## config.mk

```make
export PLATFORM = sky130hd
export DESIGN_NAME = mpu_top
export DESIGN_NICKNAME = d
export VERILOG_FILES = /design/src/hw/mpu_pkg.sv /design/src/hw/mpu_ctrl.sv /design/src/hw/mpu_req_capture.sv /design/src/hw/mpu_top.sv /design/src/hw/pma_lowest_select.sv /design/src/hw/pma_region_match.sv
export SDC_FILE = /design/constraint.sdc
export NUM_CORES = 1
export LEC_CHECK = 0
export BUFFER_PORTS_ARGS = -buffer_cell sky130_fd_sc_hd__buf_2
export CORE_MARGIN = 2
export CORE_UTILIZATION = 46
export DETAILED_ROUTE_END_ITERATION = 10
export PLACE_DENSITY_LB_ADDON = 0.15
export REMOVE_ABC_BUFFERS = 1
export SLEW_MARGIN = 40
export SYNTH_ARGS = -nofsm -noshare
export SYNTH_HDL_FRONTEND = slang
export SYNTH_SLANG_ARGS = --single-unit
```

## constraint.sdc

```tcl
create_clock -name clk -period 10.11 [get_ports clk]
set_input_delay 1.5165 -clock clk [delete_from_list [all_inputs] [get_ports clk]]
set_output_delay 1.5165 -clock clk [all_outputs]
set_load 0.01 [all_outputs]
```

## src/hw/mpu_pkg.sv

```systemverilog
/*
  Memory protection unit shared definitions
  Bus widths, the PMA region attribute record, the controller
  state encoding and the fixed region table with its lowest-index
  priority order
*/
`default_nettype none

package mpu_pkg;

  localparam int ADDR_W      = 32;
  localparam int DATA_W      = 32;
  localparam int NUM_REGIONS = 4;

  // Bounds are word addresses, low inclusive and high exclusive
  typedef struct packed {
    logic [ADDR_W-3:0] word_addr_low;
    logic [ADDR_W-3:0] word_addr_high;
    logic              main;
    logic              executable;
    logic              bufferable;
    logic              cacheable;
  } pma_attr_t;

  typedef enum logic [2:0] {
    MPU_IDLE,
    MPU_CHECK,
    MPU_BUS,
    MPU_RESP,
    MPU_ERR
  } mpu_state_e;

  // Used when no region matches, denies everything
  localparam pma_attr_t PMA_DEFAULT = '{default: '0};

  //////////////////////////////
  // Region table, index 0 has highest priority
  //////////////////////////////
  localparam pma_attr_t PMA_TABLE [NUM_REGIONS] = '{
    // 0x0000_0000 .. 0x0000_4000 code and data RAM
    '{word_addr_low: 30'h0000_0000, word_addr_high: 30'h0000_1000,
      main: 1'b1, executable: 1'b1, bufferable: 1'b1, cacheable: 1'b1},
    // 0x0000_2000 .. 0x0001_0000 data RAM, lower part shadowed by region 0
    '{word_addr_low: 30'h0000_0800, word_addr_high: 30'h0000_4000,
      main: 1'b1, executable: 1'b0, bufferable: 1'b1, cacheable: 1'b0},
    // 0x1000_0000 .. 0x1000_1000 strongly ordered peripherals
    '{word_addr_low: 30'h0400_0000, word_addr_high: 30'h0400_0400,
      main: 1'b0, executable: 1'b0, bufferable: 1'b0, cacheable: 1'b0},
    // 0x2000_0000 .. 0x2000_0100 posted-write peripherals
    '{word_addr_low: 30'h0800_0000, word_addr_high: 30'h0800_0040,
      main: 1'b0, executable: 1'b0, bufferable: 1'b1, cacheable: 1'b0}
  };

endpackage

`default_nettype wire

```

## src/hw/mpu_ctrl.sv

```systemverilog
/*
  MPU access controller
  Forwards an allowed access to the Wishbone master port with
  the winning region's memory type, or answers a denied one
  with an error. Returns a registered one-cycle response to
  the core in either case
*/
`timescale 1ns/1ps
`default_nettype none

module mpu_ctrl (
  input  logic                         clk,
  input  logic                         rst_n,
  input  logic                         req_valid_i,
  input  logic                         req_we_i,
  input  logic                         allow_i,
  input  logic [mpu_pkg::ADDR_W-1:0]   req_adr_i,
  input  logic [mpu_pkg::DATA_W-1:0]   req_dat_i,
  input  logic [mpu_pkg::DATA_W/8-1:0] req_sel_i,
  input  mpu_pkg::pma_attr_t           attr_i,
  input  logic                         bus_ack_i,
  input  logic [mpu_pkg::DATA_W-1:0]   bus_dat_i,
  output logic                         busy_o,
  output logic                         core_ack_o,
  output logic                         core_err_o,
  output logic                         bus_cyc_o,
  output logic                         bus_stb_o,
  output logic                         bus_we_o,
  output logic [mpu_pkg::DATA_W-1:0]   core_dat_o,
  output logic [mpu_pkg::ADDR_W-1:0]   bus_adr_o,
  output logic [mpu_pkg::DATA_W-1:0]   bus_dat_o,
  output logic [mpu_pkg::DATA_W/8-1:0] bus_sel_o,
  output logic [1:0]                   bus_memtype_o
);

  mpu_pkg::mpu_state_e state_q;
  mpu_pkg::mpu_state_e state_cur;

  // The cycle carrying a fresh request is the check cycle
  always_comb begin
    state_cur = state_q;
    if (state_q == mpu_pkg::MPU_IDLE && req_valid_i) begin
      state_cur = mpu_pkg::MPU_CHECK;
    end
  end

  assign busy_o = (state_cur != mpu_pkg::MPU_IDLE);

  //////////////////////////////
  // State and handshake flags
  //////////////////////////////
  always_ff @(posedge clk) begin
    if (rst_n) begin
      state_q    <= mpu_pkg::MPU_IDLE;
      bus_cyc_o  <= 1'b0;
      core_ack_o <= 1'b0;
      core_err_o <= 1'b0;
    end else begin
      case (state_cur)
        mpu_pkg::MPU_CHECK: begin
          if (allow_i) begin
            state_q   <= mpu_pkg::MPU_BUS;
            bus_cyc_o <= 1'b1;
          end else begin
            state_q    <= mpu_pkg::MPU_ERR;
            core_err_o <= 1'b1;
          end
        end
        mpu_pkg::MPU_BUS: begin
          // Hold the cycle through wait states
          if (bus_ack_i) begin
            state_q    <= mpu_pkg::MPU_RESP;
            bus_cyc_o  <= 1'b0;
            core_ack_o <= 1'b1;
          end
        end
        mpu_pkg::MPU_RESP, mpu_pkg::MPU_ERR: begin
          state_q    <= mpu_pkg::MPU_IDLE;
          core_ack_o <= 1'b0;
          core_err_o <= 1'b0;
        end
        default: state_q <= mpu_pkg::MPU_IDLE;
      endcase
    end
  end

  // Memory type latched once per access, read data once per ack
  always_ff @(posedge clk) begin
    if (state_cur == mpu_pkg::MPU_CHECK) begin
      bus_memtype_o <= {attr_i.cacheable, attr_i.bufferable};
    end
    if (state_cur == mpu_pkg::MPU_BUS && bus_ack_i) begin
      core_dat_o <= bus_dat_i;
    end
  end

  // Captured fields are frozen while busy
  assign bus_stb_o = bus_cyc_o;
  assign bus_we_o  = req_we_i;
  assign bus_adr_o = req_adr_i;
  assign bus_dat_o = req_dat_i;
  assign bus_sel_o = req_sel_i;

  //////////////////////////////
  // Checks
  //////////////////////////////
  a_err_not_on_bus : assert property (@(posedge clk) disable iff (rst_n)
    !(core_err_o && bus_cyc_o))
    else $error("Denied access reached the bus");

  a_memtype_stable : assert property (@(posedge clk) disable iff (rst_n)
    (bus_stb_o && !bus_ack_i) |=> $stable(bus_memtype_o))
    else $error("Memory type changed during a bus wait state");

  a_idle_when_free : assert property (@(posedge clk) disable iff (rst_n)
    !busy_o |-> (state_q == mpu_pkg::MPU_IDLE) && !bus_cyc_o && !core_ack_o && !core_err_o)
    else $error("Controller free while an access is still open");

endmodule

`default_nettype wire

```

## src/hw/mpu_req_capture.sv

```systemverilog
/*
  Core request capture
  Registers one Wishbone request from the core while the
  controller is idle and flags it with a single-cycle valid.
  The captured fields stay put until the next capture
*/
`timescale 1ns/1ps
`default_nettype none

module mpu_req_capture (
  input  logic                         clk,
  input  logic                         rst_n,
  input  logic                         core_cyc_i,
  input  logic                         core_stb_i,
  input  logic                         core_we_i,
  input  logic                         core_exec_i,
  input  logic [mpu_pkg::ADDR_W-1:0]   core_adr_i,
  input  logic [mpu_pkg::DATA_W-1:0]   core_dat_i,
  input  logic [mpu_pkg::DATA_W/8-1:0] core_sel_i,
  input  logic                         busy_i,
  output logic                         req_valid_o,
  output logic                         req_we_o,
  output logic                         req_exec_o,
  output logic [mpu_pkg::ADDR_W-1:0]   req_adr_o,
  output logic [mpu_pkg::DATA_W-1:0]   req_dat_o,
  output logic [mpu_pkg::DATA_W/8-1:0] req_sel_o
);

  logic take;

  // Only a strobed cycle seen while the controller is free
  assign take = core_cyc_i && core_stb_i && !busy_i;

  always_ff @(posedge clk) begin
    if (rst_n) begin
      req_valid_o <= 1'b0;
    end else begin
      req_valid_o <= take;
    end
  end

  always_ff @(posedge clk) begin
    if (take) begin
      req_adr_o  <= core_adr_i;
      req_dat_o  <= core_dat_i;
      req_sel_o  <= core_sel_i;
      req_we_o   <= core_we_i;
      req_exec_o <= core_exec_i;
    end
  end

  // Controller must raise busy in the cycle the request is presented
  a_single_pulse : assert property (@(posedge clk) disable iff (rst_n)
    req_valid_o |=> !req_valid_o)
    else $error("Request captured twice in a row");

endmodule

`default_nettype wire

```

## src/hw/mpu_top.sv

```systemverilog
/*
  Memory protection unit top level
  Wishbone classic slave towards the core, Wishbone classic
  master towards memory. Checks each access against the fixed
  PMA table and blocks denied ones
*/
`timescale 1ns/1ps
`default_nettype none

module mpu_top (
  input  logic                         clk,
  input  logic                         rst_n,
  // Core side
  input  logic                         core_cyc_i,
  input  logic                         core_stb_i,
  input  logic                         core_we_i,
  input  logic [mpu_pkg::ADDR_W-1:0]   core_adr_i,
  input  logic [mpu_pkg::DATA_W-1:0]   core_dat_i,
  input  logic [mpu_pkg::DATA_W/8-1:0] core_sel_i,
  input  logic                         core_exec_i,
  output logic                         core_ack_o,
  output logic                         core_err_o,
  output logic [mpu_pkg::DATA_W-1:0]   core_dat_o,
  // Bus side
  output logic                         bus_cyc_o,
  output logic                         bus_stb_o,
  output logic                         bus_we_o,
  output logic [mpu_pkg::ADDR_W-1:0]   bus_adr_o,
  output logic [mpu_pkg::DATA_W-1:0]   bus_dat_o,
  output logic [mpu_pkg::DATA_W/8-1:0] bus_sel_o,
  output logic [1:0]                   bus_memtype_o,
  input  logic                         bus_ack_i,
  input  logic [mpu_pkg::DATA_W-1:0]   bus_dat_i
);

  logic                         busy;
  logic                         req_valid;
  logic                         req_we;
  logic                         req_exec;
  logic [mpu_pkg::ADDR_W-1:0]   req_adr;
  logic [mpu_pkg::DATA_W-1:0]   req_dat;
  logic [mpu_pkg::DATA_W/8-1:0] req_sel;
  logic [mpu_pkg::NUM_REGIONS-1:0] region_hit;
  mpu_pkg::pma_attr_t           region_attr [mpu_pkg::NUM_REGIONS];
  logic                         allow;
  mpu_pkg::pma_attr_t           sel_attr;

  mpu_req_capture u_capture (
    .clk         (clk),
    .rst_n       (rst_n),
    .core_cyc_i  (core_cyc_i),
    .core_stb_i  (core_stb_i),
    .core_we_i   (core_we_i),
    .core_exec_i (core_exec_i),
    .core_adr_i  (core_adr_i),
    .core_dat_i  (core_dat_i),
    .core_sel_i  (core_sel_i),
    .busy_i      (busy),
    .req_valid_o (req_valid),
    .req_we_o    (req_we),
    .req_exec_o  (req_exec),
    .req_adr_o   (req_adr),
    .req_dat_o   (req_dat),
    .req_sel_o   (req_sel)
  );

  // One comparator per table entry
  for (genvar g = 0; g < mpu_pkg::NUM_REGIONS; g++) begin : g_region
    pma_region_match #(
      .REGION_IDX (g)
    ) u_match (
      .req_adr_i (req_adr),
      .hit_o     (region_hit[g]),
      .attr_o    (region_attr[g])
    );
  end

  pma_lowest_select u_select (
    .clk        (clk),
    .rst_n      (rst_n),
    .hit_i      (region_hit),
    .attr_i     (region_attr),
    .req_adr_i  (req_adr),
    .req_exec_i (req_exec),
    .allow_o    (allow),
    .attr_o     (sel_attr)
  );

  mpu_ctrl u_ctrl (
    .clk           (clk),
    .rst_n         (rst_n),
    .req_valid_i   (req_valid),
    .req_we_i      (req_we),
    .allow_i       (allow),
    .req_adr_i     (req_adr),
    .req_dat_i     (req_dat),
    .req_sel_i     (req_sel),
    .attr_i        (sel_attr),
    .bus_ack_i     (bus_ack_i),
    .bus_dat_i     (bus_dat_i),
    .busy_o        (busy),
    .core_ack_o    (core_ack_o),
    .core_err_o    (core_err_o),
    .bus_cyc_o     (bus_cyc_o),
    .bus_stb_o     (bus_stb_o),
    .bus_we_o      (bus_we_o),
    .core_dat_o    (core_dat_o),
    .bus_adr_o     (bus_adr_o),
    .bus_dat_o     (bus_dat_o),
    .bus_sel_o     (bus_sel_o),
    .bus_memtype_o (bus_memtype_o)
  );

endmodule

`default_nettype wire

```

## src/hw/pma_lowest_select.sv

```systemverilog
/*
  PMA priority selector
  Picks the lowest-index region that hits and decides whether
  the access may proceed. No hit, or a fetch from a region that
  is not executable, denies it
*/
`timescale 1ns/1ps
`default_nettype none

module pma_lowest_select (
  input  logic                             clk,
  input  logic                             rst_n,
  input  logic [mpu_pkg::NUM_REGIONS-1:0]  hit_i,
  input  mpu_pkg::pma_attr_t               attr_i [mpu_pkg::NUM_REGIONS],
  input  logic [mpu_pkg::ADDR_W-1:0]       req_adr_i,
  input  logic                             req_exec_i,
  output logic                             allow_o,
  output mpu_pkg::pma_attr_t               attr_o
);

  logic any_hit;

  assign any_hit = |hit_i;

  // Walk downwards so the lowest hitting index is written last
  always_comb begin
    attr_o  = mpu_pkg::PMA_DEFAULT;
    allow_o = 1'b0;
    for (int i = mpu_pkg::NUM_REGIONS - 1; i >= 0; i--) begin
      if (hit_i[i]) begin
        attr_o  = attr_i[i];
        allow_o = !req_exec_i || attr_i[i].executable;
      end
    end
  end

  //////////////////////////////
  // Checks
  //////////////////////////////

  // Selected attributes really belong to a region covering the address
  a_hit_in_bounds : assert property (@(posedge clk) disable iff (rst_n)
    any_hit |-> (({attr_o.word_addr_low, 2'b00} <= req_adr_i) &&
                 (req_adr_i < {attr_o.word_addr_high, 2'b00})))
    else $error("Selected PMA region does not cover the request address");

  a_allow_needs_hit : assert property (@(posedge clk) disable iff (rst_n)
    allow_o |-> any_hit)
    else $error("Access allowed without a region hit");

endmodule

`default_nettype wire

```

## src/hw/pma_region_match.sv

```systemverilog
/*
  PMA region comparator
  Tests one address against a single entry of the region table
  and hands that entry's attributes on to the priority selector
*/
`timescale 1ns/1ps
`default_nettype none

module pma_region_match #(
  parameter int REGION_IDX = 0
) (
  input  logic [mpu_pkg::ADDR_W-1:0] req_adr_i,
  output logic                       hit_o,
  output mpu_pkg::pma_attr_t         attr_o
);

  localparam mpu_pkg::pma_attr_t REGION_ATTR = mpu_pkg::PMA_TABLE[REGION_IDX];

  // Byte bounds from the word bounds
  localparam logic [mpu_pkg::ADDR_W-1:0] BASE_ADR = {REGION_ATTR.word_addr_low, 2'b00};
  localparam logic [mpu_pkg::ADDR_W-1:0] TOP_ADR  = {REGION_ATTR.word_addr_high, 2'b00};

  assign hit_o  = (req_adr_i >= BASE_ADR) && (req_adr_i < TOP_ADR);
  assign attr_o = REGION_ATTR;

  // Table sanity, evaluated once per region
  initial begin
    if (!REGION_ATTR.main && REGION_ATTR.cacheable) begin
      $error("PMA region %0d is I/O but marked cacheable", REGION_IDX);
    end
    if (BASE_ADR >= TOP_ADR) begin
      $error("PMA region %0d has an empty address range", REGION_IDX);
    end
  end

endmodule

`default_nettype wire

```

==> results of run 1 <==
[flip-flops by register name, indices dropped and copies added, names as in the netlist]
register / cells
u_capture.req_we_o: 1
u_capture.req_dat_o: 32
u_ctrl.core_ack_o: 1
u_ctrl.bus_memtype_o: 2
u_capture.req_sel_o: 4
u_capture.req_adr_o: 32
u_ctrl.state_q: 3
u_ctrl.core_dat_o: 32
u_capture.req_exec_o: 1
u_ctrl.bus_cyc_o: 1
u_capture.req_valid_o: 1
u_ctrl.core_err_o: 1
[layout make-up]
type,instances,area (um2),share of cell area (%)
Clock buffer,9,123.9,2.530
Clock inverter,7,48.80,0.9967
Inverter,2,7.507,0.1533
Multi-Input combinational cell,39,251.5,5.137
Sequential cell,111,3263,66.65
Tap cell,99,123.9,2.530
Timing Repair Buffer,214,1077,22.00
[power by group]
| group | switching, mW | leakage [nW] | internal [mW] |
|---|---|---|---|
| Sequential | 0.00478 | 1.01 | 0.518 |
| Clock | 0.137 | 0.0809 | 0.0897 |
| Combinational | 0.0254 | 0.912 | 0.0237 |
| Total | 0.168 | 2.01 | 0.632 |
[through the flow]
| step | utilization (%) | worst slack, ns | power [mW] | std cells |
|---|---|---|---|---|
| 2_1_floorplan | - | 3.170 | 0.5493 | 152 |
| 3_3_place_gp | 64.38 | 7.115 | 0.5826 | 465 |
| 3_5_place_dp | 64.38 | 7.070 | 0.5838 | 465 |
| 4_1_cts | 66.73 | 7.452 | 0.8093 | 481 |
| 5_1_grt | 66.79 | 7.545 | 0.8309 | 481 |
| 6_report | 66.79 | 7.586 | 0.7993 | 481 |
[how the worst max path moves through the flow]
stage                               to  cells after the start  slack, ns
4_1_cts        u_capture.req_adr_o[24]                      4       7.45
6_report       u_capture.req_dat_o[27]                      4       7.59
3_3_place_gp   u_capture.req_dat_o[22]                      4       7.11
2_1_floorplan   u_capture.req_adr_o[0]                      2       3.17
5_1_grt        u_capture.req_adr_o[22]                      4       7.55
3_5_place_dp   u_capture.req_dat_o[17]                      4       7.07
[cells in the mapped netlist]
cell type and count:
a211o_1 1, buf_4 1, nor3_1 1, dfxtp_1 7, a21oi_1 1, nand2_1 3
a31oi_1 2, a211oi_1 3, nor4_1 6, nor2_1 5, nand4_1 1, a2111oi_0 2
inv_1 2, o21bai_1 2, o21ai_0 3, and3b_1 1, buf_6 1, or4_4 2
edfxtp_1 104, nand3_1 3, o2bb2ai_1 1, or3_2 1, nor4b_1 1
[layer usage]
metal,up-vias,wire length (um),global-route usage (%)
met2,134,3869,31.07
met1,984,2680,19.90
met5,-,0,0
met3,9,936,7.560
met4,0,114,7.323
li1,1069,-,-
[logic make-up after synthesis]
logic type | Yosys count
flops | 111
simple gates | 24
compound gates | 15
buf+inv | 4
==> results.tsv, run 1 <==
metric	value	unit
Tightest Hold Check Type	reg2reg	
final instance area	4896	um2
DP Area	4720	um2
DRC	0	
DP HPWL	5957	um
clk_lat worst skew	0.35	ns
Max Fanout on Critical Path	68	
Worst Path Required	10.09	ns
DRT Pass-1 Iters	4	
largest net degree at the start of global routing	69	
CP Launch Point	core_cyc_i	
Post-Synthesis Cell Area	3536	um2
CTS resizes	0	
hold path start	u_capture.req_valid_o	
cell taking the most area after synthesis	edfxtp_1	
Arr. time, crit path	2.51	ns
Slowest-stage cell, CP	buf_6	
Nets	484	
Worst Skew	0.01248	ns
FF-to-FF setup slack	8.19	ns
Hold Violations, Final	0	
DIE AREA	8404	um2
Final Cycle Share	24.97	%
Yosys Warn Count	0	
Final setup viols	0	
Setup CP Type	in2reg	
Longest Clk Path Bufs	2	
CTS Hold Buffers Added	0	
unrepaired setup endpoints after global routing	false	
routed wire length per instance	15.80	um
die span in y	91.68	um
first-pass GRT wire length	11270	um
clock sinks	111	
RD Place Congestion	0.8251	
leakage	2.006	nW
slowest stage delay, CP	0.50	ns
total CTS buffers	9	
# H-tree levels	3	
flops & latches, synth	111	
FILL cells	558	
number of antenna repair diodes	0	
DR vias/cell	4.565	
Compound-Gate Fraction of Synth Area	2.972	%
vias	2196	
syn_area_per_cell	22.96	um2
chip width	91.68	um
Starting Density	48.23	%
Post-DRT Antenna Nets	0	
power per cell area	163.2	nW/um2
status	finished clean	
top-area cell type share of the netlist area	88.32	%
post-synthesis mux area share	0	%
Worst Reg-to-Reg Cells	4	
clk slew on worst S/H paths	0.10	ns
Least-Margin Pin Slew	0.6155	ns
Post-Route Setup TNS	0	ns
synth unique cells	23	
final WL	7601	um
leading cell type in the layout, fill and taps excluded	buf_2	
area delta synth->final	38.46	%
FP Rows	31	
Fin Hold WS	0.4800	ns
max-slew violations	0	
Total GRT Usage	18.12	%
Crit path buffers/inverters	2	
Core ar.	7331	um2
WHS Endpoint	u_capture.req_valid_o	
remaining global-route overflow	0	
Synth Area in XOR/XNOR	0	%
layout cell share with drive strength beyond 1	60.99	%
Area contributors post-synth	edfxtp_1 (88%), dfxtp_1 (4.0%), nor4_1 (1.1%)	
vias in the first global route	2247	
main combinational cell family by area after synthesis	simple AND/OR/NAND/NOR gates	
crit end category	flip-flop	
Peak VDD IR	0.08897	mV
sequential area share after synthesis	92.29	%
Synth Instances	154	
Final min period	2.524	ns
Max Cap Viol	0	
fmax	396.1	MHz
initial DRC count	100	
Hold Crit Depth	1	
Post-Synth Simple-Gate Area	3.999	%
initial antenna violation count	0	
nature of the critical path startpoint	input port	
Reg-to-Reg End	u_capture.req_dat_o[27]	
Reg-to-Reg Start	u_ctrl.state_q[2]	
post-synthesis adder-cell area fraction	0	%
commonest cells after routing, fill and taps aside	buf_2 (213), edfxtp_1 (104), clkbuf_8 (9)	
root buf cell	clkbuf_8	
IO Count	214	
CP top delay family	buffers and inverters	
CTS tree	yes	
Post-CTS Setup Inserts	0	
# port buffers	213	
worst rel slew slack	58.96	%
CP Cell Sequence	buf_2, nand3_1, nor3_2, buf_6	
(Power assumes the default switching activity.)
==> inputs of run 2 (changes only) <==
- CORE_UTILIZATION: 46 -> 38
- clock period: 10.11 -> 2.3 ns (I/O delays scaled with it)
==> run 2 against run 1 <==
Cell count rose by 2.9%. Sequential cell count did not move. Clock power rose to 4.7 times the previous value. Critical path depth did not move. Via count rose by 1.7%. Global-route usage fell by 3.4 points. Sequential share of layout area fell by 0.57 points. Die area rose by 20%. Core utilization fell by 13 points. Largest power group unchanged.
==> results.tsv, run 2 (same netlist as run 1, synthesis figures left out) <==
metric	value	unit
Total GRT Usage	14.72	%
clock sinks	111	
Setup CP Type	reg2reg	
Hold Violations, Final	0	
initial DRC count	59	
unrepaired setup endpoints after global routing	false	
Worst Path Required	2.59	ns
area delta synth->final	39.67	%
Longest Clk Path Bufs	2	
Core ar.	9153	um2
Reg-to-Reg End	u_ctrl.state_q[1]	
top flop regs	u_capture.req_adr_o: 32 flops, u_capture.req_dat_o: 32 flops, u_ctrl.core_dat_o: 32 flops	
total CTS buffers	9	
crit end category	flip-flop	
commonest cells after routing, fill and taps aside	buf_2 (213), edfxtp_1 (104), clkbuf_8 (9)	
Worst Skew	0.01167	ns
Hold Crit Depth	1	
Peak VDD IR	0.3678	mV
DIE AREA	10090	um2
vias	2234	
Final Cycle Share	83.17	%
Post-Route Setup TNS	0	ns
Nets	485	
status	finished clean	
Worst Reg-to-Reg Cells	4	
CTS resizes	0	
layout cell share with drive strength beyond 1	61.10	%
WHS Endpoint	u_ctrl.core_dat_o[7]	
Slowest-stage cell, CP	or4_4	
FF-to-FF setup slack	0.39	ns
final WL	7616	um
root buf cell	clkbuf_8	
initial antenna violation count	0	
Final Util	53.96	%
die span in y	100.5	um
remaining global-route overflow	0	
Final setup viols	0	
DRT Pass-1 Iters	5	
CTS tree	yes	
nature of the critical path startpoint	flip-flop	
placed insts	478	
DR vias/cell	4.513	
area of the multi-input gates	251.5	um2
routed wire length per instance	15.39	um
clk slew on worst S/H paths	0.11	ns
first-pass GRT wire length	11100	um
Fin Hold WS	0.1498	ns
register area	3263	um2
DRC	0	
IO Count	214	
largest net degree at the start of global routing	71	
leakage	2.019	nW
worst rel slew slack	66.68	%
Max Cap Viol	0	
FILL cells	781	
RD Place Congestion	0.7336	
CP Cell Sequence	nor4_1, nand4_1, or4_4, a31oi_1	
# port buffers	213	
Reg-to-Reg Start	u_capture.req_adr_o[22]	
Tightest Hold Check Type	in2reg	
slowest stage delay, CP	0.60	ns
DP Area	4755	um2
max-slew violations	0	
final std cells w/o fill	495	
fmax	522.8	MHz
Post-CTS Setup Inserts	0	
leading cell type in the layout, fill and taps excluded	buf_2	
CTS Hold Buffers Added	0	
Arr. time, crit path	2.20	ns
chip width	100.5	um
Least-Margin Pin Slew	0.4952	ns
# H-tree levels	3	
hold path start	bus_dat_i[7]	
Post-DRT Antenna Nets	0	
Final min period	1.913	ns
CP Launch Point	u_capture.req_adr_o[22]	
Starting Density	38.63	%
final instance area	4938	um2
FP Rows	35	
clk_lat worst skew	0.36	ns
DP HPWL	5792	um
Max Fanout on Critical Path	6	
power per cell area	725.7	nW/um2
vias in the first global route	2244	
run 2: layout make-up:
| type | instances | area share (%) |
|---|---|---|
| Sequential cell | 111 | 66.08 |
| Timing Repair Buffer | 215 | 22.14 |
| Multi-Input combinational cell | 39 | 5.092 |
| Tap cell | 111 | 2.812 |
| Clock buffer | 10 | 2.584 |
| Clock inverter | 6 | 1.089 |
| Inverter | 2 | 0.1520 |
| Antenna cell | 1 | 0.05067 |
run 2: power by group:
group          leakage (nW)  switching [mW]  internal [mW]  total, mW
sequential             1.01          0.0197           2.28       2.30
combinational         0.923           0.110          0.106      0.216
clock                0.0826           0.659          0.412       1.07
total                  2.02           0.788           2.80       3.58
run 2: routing by layer:
| metal | track usage (%) | vias to the layer above | share of wire [%] | wire length [um] |
|---|---|---|---|---|
| met4 | 5.690 | 0 | 1.2 | 94 |
| met2 | 24.32 | 120 | 51 | 3893 |
| met3 | 7.767 | 9 | 12 | 901 |
| met1 | 16.07 | 1034 | 36 | 2726 |
| met5 | 0 | - | 0 | 0 |
| li1 | - | 1071 | - | - |
run 2: worst max-delay path by stage:
stage	slack (ns)	depth (start not counted)	end
4_1_cts	0.31	4	u_ctrl.state_q[1]
3_5_place_dp	0.34	4	u_ctrl.bus_cyc_o
3_3_place_gp	0.46	4	u_ctrl.state_q[1]
6_report	0.39	4	u_ctrl.state_q[1]
5_1_grt	0.20	4	u_ctrl.state_q[1]
2_1_floorplan	-3.66	3	u_capture.req_adr_o[0]
run 2: per-stage QoR:
step	setup WS [ns]	power, mW
final	0.3871	3.584
after global routing	0.2029	3.719
after CTS	0.3137	3.625
after detailed placement	0.3448	2.565
after global placement	0.4620	2.560
after floorplan	-3.655	2.414
run 2: critical path, delay by kind of cell (launching register included):
| family | cells | cell delay (ns) |
|---|---|---|
| flip-flops | 1 | 0.40 |
| AND/OR/NAND/NOR | 3 | 1.28 |
| AO/OA/AOI/OAI | 1 | 0.17 |
